`config.mk`:
```
export PLATFORM = sky130hd
export DESIGN_NAME = videoTxUnit
export DESIGN_NICKNAME = d
export VERILOG_FILES = /design/src/videoPixelPkg.sv /design/src/videoTimingPkg.sv /design/src/videoTxUnit.sv /design/src/videoBacklightPwm.sv /design/src/videoTftOut.sv /design/src/videoSyncGen.sv /design/src/videoLineFifo.sv /design/src/videoPixelGen.sv
export SDC_FILE = /design/constraint.sdc
export NUM_CORES = 1
export LEC_CHECK = 0
export BUFFER_PORTS_ARGS = -buffer_cell sky130_fd_sc_hd__buf_2
export CORE_ASPECT_RATIO = 1.25
export CORE_MARGIN = 2
export CORE_UTILIZATION = 60
export CTS_CLUSTER_DIAMETER = 100
export CTS_CLUSTER_SIZE = 40
export DETAILED_ROUTE_END_ITERATION = 7
export PLACE_DENSITY = 0.84
export SLEW_MARGIN = 20
export SYNTH_ARGS = -nofsm -noshare
export SYNTH_HDL_FRONTEND = slang
export SYNTH_SLANG_ARGS = --single-unit
```
`constraint.sdc`:
```
create_clock -name iVideoClk -period 4.4 [get_ports iVideoClk]
set_input_delay 0.22 -clock iVideoClk [delete_from_list [all_inputs] [get_ports iVideoClk]]
set_output_delay 0.22 -clock iVideoClk [all_outputs]
set_load 0.01 [all_outputs]
```
`src/videoPixelPkg.sv`:
```
/*
 * Pixel formats for the TFT transmitter.
 * ARGB4444 travels from the pattern source through the line FIFO,
 * RGB444 leaves toward the panel. Also holds the pattern select.
 */

package videoPixelPkg;

	// Internal pixel, alpha in the top nibble
	typedef struct packed {
		logic [3:0] alpha;
		logic [3:0] red;
		logic [3:0] green;
		logic [3:0] blue;
	} pixelArgbT;

	// Panel side color, 4 bits per channel
	typedef struct packed {
		logic [3:0] red;
		logic [3:0] green;
		logic [3:0] blue;
	} tftColorT;

	// Built-in test image choice
	typedef enum logic {
		patGradient,
		patFill
	} patternSelT;

endpackage

```
`src/videoTimingPkg.sv`:
```
/*
 * Display timing types for the TFT transmitter.
 * Holds the run-time timing settings and the sync bundle
 * shared by the sync generator, pixel producer and output stage.
 */

package videoTimingPkg;

	// --------------------
	// Run-time timing
	// --------------------

	// All counts in pixel clocks (h) or lines (v)
	typedef struct packed {
		// Horizontal
		logic [11:0] hDisplay;
		logic [11:0] hSyncStart;
		logic [11:0] hSyncEnd;
		logic [11:0] hMax;
		// Vertical
		logic [11:0] vDisplay;
		logic [11:0] vSyncStart;
		logic [11:0] vSyncEnd;
		logic [11:0] vMax;
	} videoTimingT;

	// --------------------
	// Sync bundle
	// --------------------

	// Active high, de doubles as the pixel request
	typedef struct packed {
		logic hSync;
		logic vSync;
		logic de;
	} videoSyncT;

endpackage
```
`src/videoTxUnit.sv`:
```
/*
 * Video transmitter top for a TFT panel.
 * Pattern producer -> line FIFO -> output stage, paced by the sync
 * generator, plus backlight PWM. One clock, one synchronous reset.
 * Settings must only change while rst is high.
 */

`timescale 1ns/1ps

module videoTxUnit
	import videoTimingPkg::*, videoPixelPkg::*;
#(
	parameter int pTimingWidth = 12,
	parameter int pFifoDepth   = 16
)(
	input  logic        iVideoClk,
	input  logic        rst,
	input  videoTimingT timing,
	input  patternSelT  patternSel,
	input  pixelArgbT   fillColor,
	input  logic [7:0]  blDutyRatio,
	output tftColorT    tftColor,
	output videoSyncT   tftSync,
	output logic        tftBackLight,
	output logic        underrun
);

	// Producer to FIFO
	pixelArgbT genPixel;
	logic      push;
	logic      full;
	// FIFO to output stage
	pixelArgbT rdPixel;
	logic      pop;
	logic      empty;
	// Raw timing, one cycle ahead of the panel
	videoSyncT sync;

	// --------------------
	// Pixel path
	// --------------------

	videoPixelGen #(
		.pTimingWidth (pTimingWidth)
	) u_pixelGen (
		.iVideoClk  (iVideoClk),
		.rst        (rst),
		.timing     (timing),
		.patternSel (patternSel),
		.fillColor  (fillColor),
		.full       (full),
		.pixel      (genPixel),
		.push       (push)
	);

	videoLineFifo #(
		.pFifoDepth (pFifoDepth)
	) u_lineFifo (
		.iVideoClk (iVideoClk),
		.rst       (rst),
		.push      (push),
		.wrPixel   (genPixel),
		.full      (full),
		.pop       (pop),
		.rdPixel   (rdPixel),
		.empty     (empty)
	);

	// --------------------
	// Timing and output
	// --------------------

	videoSyncGen #(
		.pTimingWidth (pTimingWidth)
	) u_syncGen (
		.iVideoClk (iVideoClk),
		.rst       (rst),
		.timing    (timing),
		.sync      (sync)
	);

	// Two clocks from counter state to panel pins
	videoTftOut u_tftOut (
		.iVideoClk (iVideoClk),
		.rst       (rst),
		.sync      (sync),
		.empty     (empty),
		.rdPixel   (rdPixel),
		.pop       (pop),
		.tftSync   (tftSync),
		.tftColor  (tftColor),
		.underrun  (underrun)
	);

	// Backlight dimming
	videoBacklightPwm u_backlightPwm (
		.iVideoClk (iVideoClk),
		.rst       (rst),
		.dutyRatio (blDutyRatio),
		.pwm       (tftBackLight)
	);

endmodule

```
`src/videoBacklightPwm.sv`:
```
/*
 * Backlight dimming PWM.
 * High for dutyRatio clocks out of every 256.
 */

`timescale 1ns/1ps

module videoBacklightPwm (
	input  logic       iVideoClk,
	input  logic       rst,
	input  logic [7:0] dutyRatio,
	output logic       pwm
);

	// Free-running period counter
	logic [7:0] periodCnt;

	always_ff @(posedge iVideoClk)
	begin
		if (rst)
			periodCnt <= '0;
		else
			periodCnt <= periodCnt + 8'd1;
	end

	// Registered compare, 0 keeps the light off
	always_ff @(posedge iVideoClk)
	begin
		if (rst)
			pwm <= 1'b0;
		else
			pwm <= (periodCnt < dutyRatio);
	end

endmodule

```
`src/videoTftOut.sv`:
```
/*
 * Panel output stage.
 * Pops one pixel per active clock and delays the sync bundle by one
 * cycle so it lines up with the FIFO read data. Transparent pixels
 * show as black. A pop on an empty FIFO sets a sticky underrun flag.
 */

`timescale 1ns/1ps

module videoTftOut
	import videoTimingPkg::*, videoPixelPkg::*;
(
	input  logic      iVideoClk,
	input  logic      rst,
	input  videoSyncT sync,
	input  logic      empty,
	input  pixelArgbT rdPixel,
	output logic      pop,
	output videoSyncT tftSync,
	output tftColorT  tftColor,
	output logic      underrun
);

	// Pixel is shown only when opaque enough to be seen
	logic visible;

	// One read request per active clock
	assign pop = sync.de;

	// --------------------
	// Sync alignment
	// --------------------

	// Matches the one-cycle FIFO read latency
	always_ff @(posedge iVideoClk)
	begin
		if (rst)
			tftSync <= '0;
		else
			tftSync <= sync;
	end

	// --------------------
	// Color
	// --------------------

	// Alpha 0 means transparent over black
	assign visible = tftSync.de && (rdPixel.alpha != 4'h0);

	always_comb
	begin
		if (visible)
		begin
			tftColor.red   = rdPixel.red;
			tftColor.green = rdPixel.green;
			tftColor.blue  = rdPixel.blue;
		end
		else
			tftColor = '0;
	end

	// --------------------
	// Underrun
	// --------------------

	// Sticky, only reset clears it
	always_ff @(posedge iVideoClk)
	begin
		if (rst)
			underrun <= 1'b0;
		else if (sync.de && empty)
			underrun <= 1'b1;
	end

endmodule

```
`src/videoSyncGen.sv`:
```
/*
 * Display timing generator.
 * Free-running horizontal and vertical counters compared with the
 * run-time timing settings. HSync, VSync and de are registered,
 * one clock behind the counter state that produced them.
 */

`timescale 1ns/1ps

module videoSyncGen
	import videoTimingPkg::*;
#(
	parameter int pTimingWidth = 12
)(
	input  logic        iVideoClk,
	input  logic        rst,
	input  videoTimingT timing,
	output videoSyncT   sync
);

	// Pixel within line, line within frame
	logic [pTimingWidth-1:0] hCnt;
	logic [pTimingWidth-1:0] vCnt;
	logic                    hWrap;
	logic                    vWrap;

	// Decoded from the current count
	logic                    hSyncNext;
	logic                    vSyncNext;
	logic                    deNext;

	assign hWrap = (hCnt == timing.hMax);
	assign vWrap = (vCnt == timing.vMax);

	// --------------------
	// Counters
	// --------------------

	always_ff @(posedge iVideoClk)
	begin
		if (rst)
		begin
			hCnt <= '0;
			vCnt <= '0;
		end
		else if (hWrap)
		begin
			hCnt <= '0;
			// Next line, or top of next frame
			if (vWrap)
				vCnt <= '0;
			else
				vCnt <= vCnt + 1'b1;
		end
		else
			hCnt <= hCnt + 1'b1;
	end

	// --------------------
	// Decode
	// --------------------

	always_comb
	begin
		// Pulse windows are [start, end)
		hSyncNext = (hCnt >= timing.hSyncStart) && (hCnt < timing.hSyncEnd);
		vSyncNext = (vCnt >= timing.vSyncStart) && (vCnt < timing.vSyncEnd);
		// Visible area in both directions
		deNext    = (hCnt < timing.hDisplay) && (vCnt < timing.vDisplay);
	end

	// Output register
	always_ff @(posedge iVideoClk)
	begin
		if (rst)
			sync <= '0;
		else
		begin
			sync.hSync <= hSyncNext;
			sync.vSync <= vSyncNext;
			sync.de    <= deNext;
		end
	end

endmodule

```
`src/videoLineFifo.sv`:
```
/*
 * Single-clock pixel FIFO between producer and output stage.
 * Push is ignored when full and pop when empty.
 * Read data is registered and valid one cycle after a pop.
 */

`timescale 1ns/1ps

module videoLineFifo
	import videoPixelPkg::*;
#(
	parameter int pFifoDepth = 16
)(
	input  logic      iVideoClk,
	input  logic      rst,
	input  logic      push,
	input  pixelArgbT wrPixel,
	output logic      full,
	input  logic      pop,
	output pixelArgbT rdPixel,
	output logic      empty
);

	localparam int lpAdrsWidth = $clog2(pFifoDepth);

	// Storage
	pixelArgbT mem [pFifoDepth];

	// Extra MSB tells a full ring from an empty one
	logic [lpAdrsWidth:0] wrPtr;
	logic [lpAdrsWidth:0] rdPtr;
	logic                 wrEn;
	logic                 rdEn;

	// Accepted transfers only
	assign wrEn = push & ~full;
	assign rdEn = pop & ~empty;

	// --------------------
	// Flags
	// --------------------

	// Same address, MSB differs -> wrapped once
	assign full  = (wrPtr[lpAdrsWidth] != rdPtr[lpAdrsWidth]) &&
		(wrPtr[lpAdrsWidth-1:0] == rdPtr[lpAdrsWidth-1:0]);
	assign empty = (wrPtr == rdPtr);

	// --------------------
	// Pointers
	// --------------------

	always_ff @(posedge iVideoClk)
	begin
		if (rst)
		begin
			wrPtr <= '0;
			rdPtr <= '0;
		end
		else
		begin
			if (wrEn)
				wrPtr <= wrPtr + 1'b1;
			if (rdEn)
				rdPtr <= rdPtr + 1'b1;
		end
	end

	// Write port
	always_ff @(posedge iVideoClk)
	begin
		if (wrEn)
			mem[wrPtr[lpAdrsWidth-1:0]] <= wrPixel;
	end

	// Registered read port, holds last value between pops
	always_ff @(posedge iVideoClk)
	begin
		if (rdEn)
			rdPixel <= mem[rdPtr[lpAdrsWidth-1:0]];
	end

endmodule

```
`src/videoPixelGen.sv`:
```
/*
 * Test image producer.
 * Walks the visible frame in raster order and offers one pixel
 * per clock to the line FIFO, stalling while the FIFO is full.
 */

`timescale 1ns/1ps

module videoPixelGen
	import videoTimingPkg::*, videoPixelPkg::*;
#(
	parameter int pTimingWidth = 12
)(
	input  logic        iVideoClk,
	input  logic        rst,
	input  videoTimingT timing,
	input  patternSelT  patternSel,
	input  pixelArgbT   fillColor,
	input  logic        full,
	output pixelArgbT   pixel,
	output logic        push
);

	// Raster position of the pixel on offer
	logic [pTimingWidth-1:0] xPos;
	logic [pTimingWidth-1:0] yPos;
	// Only 16 frames matter for the blue channel
	logic [3:0]              frameCnt;
	logic                    lastX;
	logic                    lastY;

	// Offer every cycle there is room
	assign push = ~full;

	// End of line / end of frame
	assign lastX = (xPos == timing.hDisplay - 12'd1);
	assign lastY = (yPos == timing.vDisplay - 12'd1);

	// --------------------
	// Position counters
	// --------------------

	always_ff @(posedge iVideoClk)
	begin
		if (rst)
		begin
			xPos     <= '0;
			yPos     <= '0;
			frameCnt <= '0;
		end
		// Hold position while stalled
		else if (push)
		begin
			if (lastX)
			begin
				xPos <= '0;
				if (lastY)
				begin
					yPos     <= '0;
					frameCnt <= frameCnt + 4'd1;
				end
				else
					yPos <= yPos + 1'b1;
			end
			else
				xPos <= xPos + 1'b1;
		end
	end

	// --------------------
	// Pattern
	// --------------------

	// Pixel follows the held position, so it is stable under stall
	always_comb
	begin
		if (patternSel == patFill)
			pixel = fillColor;
		else
		begin
			// Opaque ramp, x on red, y on green, frame on blue
			pixel.alpha = 4'hF;
			pixel.red   = xPos[3:0];
			pixel.green = yPos[3:0];
			pixel.blue  = frameCnt;
		end
	end

endmodule

```
==> metrics.txt <==
Synth Net Count=between 1000 and 1500; drt pass-1 iters=4; worst-path maximum fanout=25; final core area utilization=0.670; Worst-Margin Slew=1010 ps; R2R Path Start=u_lineFifo.wrPtr[3]; Avg WL per Cell=approximately 22 um; relative slew slack=0.325; Global Route Usage Sum=0.250; post-route DRC violation count=0; Reg2Reg Capture Point=u_pixelGen.frameCnt[3]; area fraction of the dominant cell type after synthesis=0.495; pin count of the biggest net entering global routing=68; Yosys reg bits=between 300 and 400; Final nets=approximately 1500; Num CTS Buffers=12; vias in the first global route=10200; fin area=18000 um^2; Max Fclk=0.317 GHz; crit end category=flip-flop; Required @ worst endpoint=between 4000 and 5000 ps; Hold Crit Endpoint=u_syncGen.sync[2]; Post-synth EDFFs=roughly 270; CP Launch Type=flip-flop; htree depth=1; R2R Setup Slk=1240 ps; clock slew at reported path FFs=140 ps; crit path kind=flip-flop to flip-flop; slowest CP cell=dfxtp_1; fin crit period=3160 ps; Post-synth ARST share=0; cell family with most CP delay=simple AND/OR/NAND/NOR gates; Mapped Area=16500 um^2; Hold WC Path Type=primary input to flip-flop; routability cong.=between 0.8 and 0.9; I/O Pins=140; Worst Hold Path Cells=4; port buffer count=between 100 and 150; Most used DFF post-synth=edfxtp_1; Initial Util=0.613; setup_tns=0 ps; Slew Limit Fails=0; post-synthesis cell count=1168; Seq pwr share=0.603; GR Overflow Total=0; Antenna diodes=0; synth unique cells=65; Worst EP arrival=around 3600 ps; dominant cells by area after synthesis=edfxtp_1 (50%), mux4_2 (11%), dfxtp_1 (9.5%), ha_1 (6.7%), xnor2_1 (3.0%); setup ws final=1240 ps; area grow syn2layout=9.35%; cell breakdown of the critical path=xor2_1, nor4_1, nand2b_1, buf_4, nand4_1, or4_4, or3_4, or4_1, a21oi_1; # clock sinks=350; part of the cycle the worst path needs=0.717; IR drop worst, VDD=0.305 mV; post_cts resized=0; Max clock buf depth=3; clk_skew=18.8 ps; first-iteration detailed-routing DRC count=559; Syn. warnings=0; fraction of layout cells with a size suffix above 1=0.220; switching part of the total=0.236; largest area contributor in the netlist=edfxtp_1; # hold bufs at CTS=0; status=finished, final reports clean; Placed Area=about 18000 um^2; clock share of power=0.236; unrepaired setup endpoints after global routing=no; Reg2Reg Depth=9; P_leak=6.76 nW; Core Footprint=roughly 27000 um^2; # rows=67; pwr dens=347 nW/um^2; vias per std cell=6.09; Net Switching=1.47 mW; Post-DP HPWL=roughly 24000 um; die width=152 um; hold path startpoint=timing[71]; Cell Int Power=4.78 mW; WP buf/inv=1; Die Area=28900 um^2; Root Driver=clkbuf_16; die height=189 um; global-route wire length before repair=55800 um; antenna-violating nets left=0; initial antenna violation count=2; WL final=35900 um; Mean Syn Cell Area=14.1 um^2; CTS tree=built; routed via count=10100; clk_lat worst skew=510 ps; Setup-failing EPs final=0; largest stage delay on the critical path=630 ps; setup bufs post-CTS=0; final hold vios=0; Combinational Power Share=0.161; dpl ws=~990 ps; register area share after synthesis=0.590; max cap viols=0
## metal layers
| layer | vias to the layer above | global-route usage | part of all wire |
|---|---|---|---|
| met3 | 75 | 0.0357 | 0.062 |
| li1 | 4649 | - | - |
| met1 | 4971 | 0.295 | 0.37 |
| met2 | 410 | 0.466 | 0.54 |
| met4 | 4 | 0.0859 | 0.033 |
| met5 | - | 0 | 0.00084 |
## cells in the mapped netlist (13+ instances only)
library cell	n
a21o_1	17
a21oi_1	33
and2_1	15
and3_1	13
clkbuf_1	20
dfxtp_1	78
edfxtp_1	272
ha_1	88
inv_1	84
mux4_2	80
nand2_1	37
nand2b_1	16
nand3_1	30
nand4_1	21
nor2_1	88
nor3_1	19
o21ai_0	22
xnor2_1	57
xor2_1	44
## power by group through the flow
stage	combinational, mW	clock, mW	sequential (mW)
2_1_floorplan	0.736	0	3.81
4_1_cts	1.02	1.50	3.77
3_5_place_dp	1.00	0	3.85
5_1_grt	1.09	1.58	3.79
6_report	1.01	1.47	3.77
3_3_place_gp	0.967	0	3.84
## kinds of logic after synthesis
family | after synthesis | synth area share
AND/OR/NAND/NOR | 288 | 0.0911
buffers and inverters | 121 | 0.0287
multiplexers | 97 | 0.120
AO/OA/AOI/OAI | 123 | 0.0497
flip-flops | 350 | 0.590
adder cells (fa/ha/maj) | 88 | 0.0667
XOR/XNOR | 101 | 0.0536
## placed cells by master (no fill, tap or decap), types with 5 or more instances in the layout
cell,instances
and2_1,15
clkbuf_1,6
nor2b_1,8
mux2i_1,5
ha_1,88
o21a_1,7
xor2_1,44
nand2_1,37
edfxtp_1,272
nor2_1,88
dfxtp_1,76
nand2b_1,16
and4_1,5
o21ai_0,22
buf_4,24
mux2_2,12
xnor2_1,57
inv_1,84
and3_1,13
clkbuf_16,13
nand4_1,21
a21o_1,17
o31ai_1,6
or4_1,7
nand3_1,30
mux4_2,80
or3_1,5
nor3_1,15
a21oi_1,33
buf_2,139
nor4_1,6
## sequential cells by signal, summed over array words and instances, names as in the netlist, 3 cells and up
| register | count |
|---|---|
| u_lineFifo.mem | 256 |
| u_lineFifo.rdPtr | 5 |
| u_pixelGen.yPos | 12 |
| u_lineFifo.wrPtr | 5 |
| u_backlightPwm.periodCnt | 8 |
| u_lineFifo.rdPixel | 16 |
| u_tftOut.tftSync | 3 |
| u_syncGen.hCnt | 12 |
| u_pixelGen.frameCnt | 4 |
| u_syncGen.sync | 3 |
| u_syncGen.vCnt | 12 |
| u_pixelGen.xPos | 12 |
## how the worst max path moves through the flow
stage	from	endpoint	slack, ps	depth (start not counted)
after floorplan	timing[85]	u_pixelGen.yPos[3]	1380	10
after global placement	timing[84]	u_pixelGen.frameCnt[3]	1120	10
after detailed placement	timing[84]	u_pixelGen.frameCnt[3]	990	10
after CTS	u_lineFifo.rdPtr[0]	u_lineFifo.rdPixel[14]	1230	4
after global routing	u_lineFifo.rdPtr[0]	u_lineFifo.rdPixel[14]	1110	4
final	u_lineFifo.wrPtr[3]	u_pixelGen.frameCnt[3]	1240	9
## tightest hold or removal path, stage by stage
cell	delay, ps
buf_2	90
inv_1	50
ha_1	130
a2111oi_0	50
## area by class of cell
cell class                 instances  area (um^2)
tap                              345          432
multi-input combinational        697         6330
clock buffer                      19          348
inverter                          84          315
fill                            1843         8870
timing repair buffer             163          876
clock inverter                     1         11.3
sequential                       350         9730
## per-stage QoR
step | hold slack [ps] | cells | power [mW]
finish | 64.7 | 1659 | 6.25
global route | 87.3 | 1659 | 6.46
CTS | 58.8 | 1659 | 6.29
detailed placement | 444 | 1639 | 4.85
global placement | 422 | 1639 | 4.81
floorplan | 308 | 1168 | 4.55
No activity file was read; power rests on OpenSTA's default activity.
